[src/scratch_map_pkg.sv]
`default_nettype none

package scratch_map_pkg;

	// Data bus width of every Wishbone port
	localparam int WORD_W = 32;

	localparam int LSP_COUNT = 10;
	localparam int AZ_COUNT  = 11;

	// Conversion engine sequence
	typedef enum logic [2:0]
	{
		IDLE      = 3'd0,
		READ_LSP  = 3'd1,
		POLY_INIT = 3'd2,
		POLY_STEP = 3'd3,
		POLY_SUM  = 3'd4,
		WRITE_AZ  = 3'd5,
		DONE      = 3'd6
	} engine_state_e;

endpackage

`default_nettype wire

[src/scratch_arbiter.sv]
`timescale 1ns/1ps
`default_nettype none

module scratch_arbiter
#(
	parameter int ADDR_W = 12
)
(
	input  wire logic                                i_clock,
	input  wire logic                                i_arst_n,

	input  wire logic                                i_h_cyc,
	input  wire logic                                i_h_stb,
	input  wire logic                                i_h_we,
	input  wire logic [ADDR_W-1:0]                   i_h_adr,
	input  wire logic [scratch_map_pkg::WORD_W-1:0]  i_h_dat_w,
	output logic [scratch_map_pkg::WORD_W-1:0]       o_h_dat_r,
	output logic                                     o_h_ack,

	input  wire logic                                i_e_cyc,
	input  wire logic                                i_e_stb,
	input  wire logic                                i_e_we,
	input  wire logic [ADDR_W-1:0]                   i_e_adr,
	input  wire logic [scratch_map_pkg::WORD_W-1:0]  i_e_dat_w,
	output logic [scratch_map_pkg::WORD_W-1:0]       o_e_dat_r,
	output logic                                     o_e_ack,

	output logic                                     o_m_cyc,
	output logic                                     o_m_stb,
	output logic                                     o_m_we,
	output logic [ADDR_W-1:0]                        o_m_adr,
	output logic [scratch_map_pkg::WORD_W-1:0]       o_m_dat_w,
	input  wire logic [scratch_map_pkg::WORD_W-1:0]  i_m_dat_r,
	input  wire logic                                i_m_ack
);

	logic owner_valid;
	logic owner_host;
	logic keep_h;
	logic keep_e;
	logic sel_host;

	// Current owner keeps the bus while cyc is high
	assign keep_h = owner_valid & owner_host & i_h_cyc;
	assign keep_e = owner_valid & ~owner_host & i_e_cyc;

	// Free bus goes to the engine first
	assign sel_host = keep_h | (~keep_e & ~i_e_cyc & i_h_cyc);

	assign o_m_cyc   = sel_host ? i_h_cyc   : i_e_cyc;
	assign o_m_stb   = sel_host ? i_h_stb   : i_e_stb;
	assign o_m_we    = sel_host ? i_h_we    : i_e_we;
	assign o_m_adr   = sel_host ? i_h_adr   : i_e_adr;
	assign o_m_dat_w = sel_host ? i_h_dat_w : i_e_dat_w;

	assign o_h_dat_r = i_m_dat_r;
	assign o_e_dat_r = i_m_dat_r;
	assign o_h_ack = i_m_ack & sel_host;
	assign o_e_ack = i_m_ack & ~sel_host;

	always_ff @(posedge i_clock or negedge i_arst_n)
	begin
		if (!i_arst_n)
		begin
			owner_valid <= 1'b0;
			owner_host <= 1'b0;
		end
		else
		begin
			owner_valid <= o_m_cyc;
			owner_host <= sel_host;
		end
	end

endmodule

`default_nettype wire

[config.mk]
export PLATFORM = sky130hd
export DESIGN_NAME = scratch_arbiter
export DESIGN_NICKNAME = d
export VERILOG_FILES = /design/src/scratch_map_pkg.sv /design/src/scratch_arbiter.sv
export SDC_FILE = /design/constraint.sdc
export NUM_CORES = 1
export LEC_CHECK = 0
export BUFFER_PORTS_ARGS = -buffer_cell sky130_fd_sc_hd__buf_2
export CORE_AREA = 2 2 94 96
export DETAILED_ROUTE_END_ITERATION = 10
export DIE_AREA = 0 0 96 98
export PLACE_DENSITY_LB_ADDON = 0.25
export RECOVER_POWER = 50
export SLEW_MARGIN = 25
export SYNTH_ARGS = -nofsm -noshare
export SYNTH_HDL_FRONTEND = slang
export SYNTH_SLANG_ARGS = --single-unit
export TNS_END_PERCENT = 10
[constraint.sdc]
create_clock -name i_clock -period 1.05 [get_ports i_clock]
set_clock_uncertainty 0.05 [all_clocks]
set_input_delay 0.0525 -clock i_clock [delete_from_list [all_inputs] [get_ports i_clock]]
set_output_delay 0.0525 -clock i_clock [all_outputs]
set_load 0.005 [all_outputs]
Yosys cells after proc, flatten, opt, wreduce, memory -nomap -nowiden
Index checks and enable logic that the tools add are counted.
- muxes and demuxes: 5
- bitwise logic cells: 13
- operator list (cell ; number):
    32-bit 2-to-1 mux ; 1
    12-bit 2-to-1 mux ; 1
    1-bit AND ; 8
    1-bit NOT ; 4
    1-bit 2-to-1 mux ; 3
    1-bit OR ; 1
- bits in registers: 2
- input port bits: 129
- logic and storage cells: 20

Depth between registers and ports, before layout
- word-level depth: 9
- gate-level depth with buffers: 4

Worst setup path before layout
OpenSTA, ideal clock, no wires.
- kind: register to output
- start: register owner_valid
- end: output port o_m_adr[10]
- arrival: 1.074 ns
- required time: 0.947 ns
- path slack: -0.126 ns
- stages on the path, launching flop included: 5
- buffers on the path: 2
- cell sequence: dfrtp_1 -> and3_1 -> buf_6 -> buf_6 -> o32ai_2
- word-level cells in the longest chain between the ends: 7
- ends and longest elaborated chain (what ; line ; RTL):
    from (decl) ; scratch_arbiter.sv:37 ; logic owner_valid;
    from (signal assigned) ; scratch_arbiter.sv:70 ; owner_valid <= o_m_cyc;
    1-bit AND (2 in series) ; scratch_arbiter.sv:45 ; assign keep_e = owner_valid & ~owner_host & i_e_cyc;
    1-bit NOT ; scratch_arbiter.sv:48 ; assign sel_host = keep_h | (~keep_e & ~i_e_cyc & i_h_cyc);
    1-bit AND (2 in series) ; scratch_arbiter.sv:48 ;
    1-bit OR (*) ; scratch_arbiter.sv:48 ;
    12-bit 2-to-1 mux (*) ; scratch_arbiter.sv:53 ; assign o_m_adr = sel_host ? i_h_adr : i_e_adr;
    to (decl) ; scratch_arbiter.sv:31 ; output logic [ADDR_W-1:0] o_m_adr,
Mark *: on every way between the ends. The rest lies on a longest branch, timed or not.

Worst setup path in the final report
- start: register owner_host
- end: output port o_m_dat_w[15] (netlist name)
- word-level cells in the longest chain between the ends: 8
- ends and longest elaborated chain (what ; line ; RTL):
    from (decl) ; scratch_arbiter.sv:38 ; logic owner_host;
    from (signal assigned) ; scratch_arbiter.sv:71 ; owner_host <= sel_host;
    1-bit NOT ; scratch_arbiter.sv:45 ;
    1-bit AND (2 in series) ; scratch_arbiter.sv:45 ;
    1-bit NOT ; scratch_arbiter.sv:48 ;
    1-bit AND (2 in series) ; scratch_arbiter.sv:48 ;
    1-bit OR (*) ; scratch_arbiter.sv:48 ;
    32-bit 2-to-1 mux (*) ; scratch_arbiter.sv:54 ; assign o_m_dat_w = sel_host ? i_h_dat_w : i_e_dat_w;
    to (decl) ; scratch_arbiter.sv:32 ; output logic [scratch_map_pkg::WORD_W-1:0] o_m_dat_w,
Marks and branches as above.

==> results.cfg <==
[route]
routed_wl_mm = 6.36
vias = 1816
drc = 0
via_per_inst = 4.27
drt_iter0_drc = 36
ant_nets = 0
firstDrtPassIters = 5
wl_per_cell_um = 15.0

[run_status]
violations = negative setup slack
status = finished with violations

[grt]
grt_antenna_before_repair = 0
gr-total-overflow = 0
groute.usage.overall_pct = 11.9
first_global_vias = 1830
grt_pass1_wl_mm = 8.90
grt_max_degree = 29

[finish]
drive_gt1_share_pct = 68.1
nets = 448
area_delta_synth_final_pct = 40.3
final_common_cell = buf_2
fin_area_um2 = 2490
num-fill-cells = 952
fin_util_pct = 29.5
most-common-layout-cells = 145 x buf_2, 46 x inv_1, 46 x nand2_1
multi_input_area_um2 = 1020
seqCellArea_um2 = 50.0
diodes = 0

[timing]
setup_viol = 49
maxSlewHeadroom_pct = 80.3
rsz0062_at_grt = yes
setup_ws_ns = -0.464
max_freq_ghz = 0.661
min_period_ns = 1.51
final.setup.tns_ns = -21.17
finalMaxSlewViolations = 0
hold_viol_final = 0
worst_slew_pin_slew_ns = 0.295
period_share_pct = 144

[critical_path]
critical_path_class = flip-flop to primary output
crit_start = owner_host$_DFF_PN0_
cp-end-kind = primary output
cp.required_ns = 0.95
path_max_fanout = 9
worstSetupStartpointType = flip-flop
crit_arrival_ns = 1.41
reg2reg_from = owner_host$_DFF_PN0_
rrSetupSlack_ns = -0.14

[hold_path]
min_from = i_m_dat_r[15]
hold_path.class = input port to primary output

[logic_synthesis]
synth-seq-area-share_pct = 2.81
yosys-top-cells-area = o32ai_2 37%, buf_4 30%, inv_1 9.7%, nand2_1 9.7%, buf_6 3.2%
synth_area_um2 = 1780
yosysWarnings = 0
netlist.area_leader.share_pct = 36.6
syn_nets = 361
ys_types = 17
syn_area_per_cell_um2 = 7.66
ys_ff_latch = 2
syn_inst = 232
yosysTopAreaCell = o32ai_2

[floorplan]
die_x_um = 96
start_util_pct = 21.0
design.core.area_um2 = 8470
die_h_um = 98
rows = 34
ioPinCount = 242
dieArea_um2 = 9410

[cts]
clockRootBuffer = clkbuf_8
cts_buffers = 3
h-tree-depth = 1
clk_latency_ns = 0.21
clk_pin_slew_worst_paths_ns = 0.03
cts_tree = yes
clock_path_buffers = 2
clock-sinks = 2

[placement]
gp_congestion = 0.788
pre_cts_slack_ns = -0.327
port_buffers = 145
place_hpwl_mm = 4.46
place_area_um2 = 2170

[power]
vdd_ir_drop_max_mv = 0.321
power_leakage_nw = 1.34
power_density_nw_per_um2 = 613
finalPower_mw = 1.53

[run]
maxCapViolations = 0
-- critical path: stages (launching register included) --
cell and delay, ns:
dfrtp_1 0.38, buf_6 0.12, a21boi_4 0.16, buf_6 0.17, clkbuf_16 0.17, o32ai_2 0.07
buf_2 0.13
-- state kept, by name, summed over array words and instances, names as in the netlist --
signal / flops
owner_host: 1
owner_valid: 1
-- worst paths after layout --
| path | endpoint | depth (start not counted) |
|---|---|---|
| min | o_e_dat_r[15] | 0 |
| min in group asynchronous | owner_valid$_DFF_PN0_ | 2 |
| max reg2reg | owner_host$_DFF_PN0_ | 5 |
| min reg2reg | owner_host$_DFF_PN0_ | 5 |
| max in group asynchronous | owner_host$_DFF_PN0_ | 2 |
| max | o_m_dat_w[15] | 6 |
-- what timing repair did --
item | 4_1_cts | 5_1_grt
setup buffers | 2 | 0
gates resized for setup | 11 | 7
pin swaps | 1 | 2
endpoints found under the hold margin | 2 | 0
hold buffers | 1 | 0
setup endpoints to repair | 49 | 49
cloned | 2 | 4
-- kinds of logic after synthesis --
family / Yosys count / synth area share, %
and+or+nand+nor: 51 / 11.4
buffers and inverters: 131 / 45.2
AOI/OAI and AO/OA: 48 / 40.6
DFF: 2 / 2.82
-- layer usage --
layer / wire length, um / track usage (%) / vias to the layer above
met1: 2480 / 13.7 / 811
met2: 3170 / 21.6 / 103
met4: 121 / 3.96 / 0
met5: 0 / 0 / -
met3: 583 / 2.01 / 18
li1: - / - / 884
-- synth_stat cells --
cell,n
nand2_1,46
clkbuf_1,2
or2_1,1
o32ai_2,40
a21boi_2,1
nor2_1,1
nor2b_1,1
o21a_1,1
buf_6,5
o32ai_1,6
and3_1,1
buf_2,6
nor3b_1,1
inv_1,46
dfrtp_1,2
inv_2,1
buf_4,71
-- power by group --
group | switching [mW] | internal (mW)
sequential | 0.00274 | 0.0823
clock | 0.0568 | 0.242
combinational | 0.506 | 0.638
-- final cells by class --
type	count	area share [%]
repair buffers	166	43.1
multi-input cells	99	40.8
inverters	47	7.07
well taps	108	5.42
flip-flops and latches	2	2.01
clock buffers	3	1.66
-- stage by stage --
step           hold slack [ns]  std cells
2_1_floorplan           -0.293        232
3_3_place_gp            -0.210        413
3_5_place_dp            -0.210        413
4_1_cts                 0.0551        421
5_1_grt                 0.0550        425
6_report                0.0550        425
(Power assumes the default switching activity.)
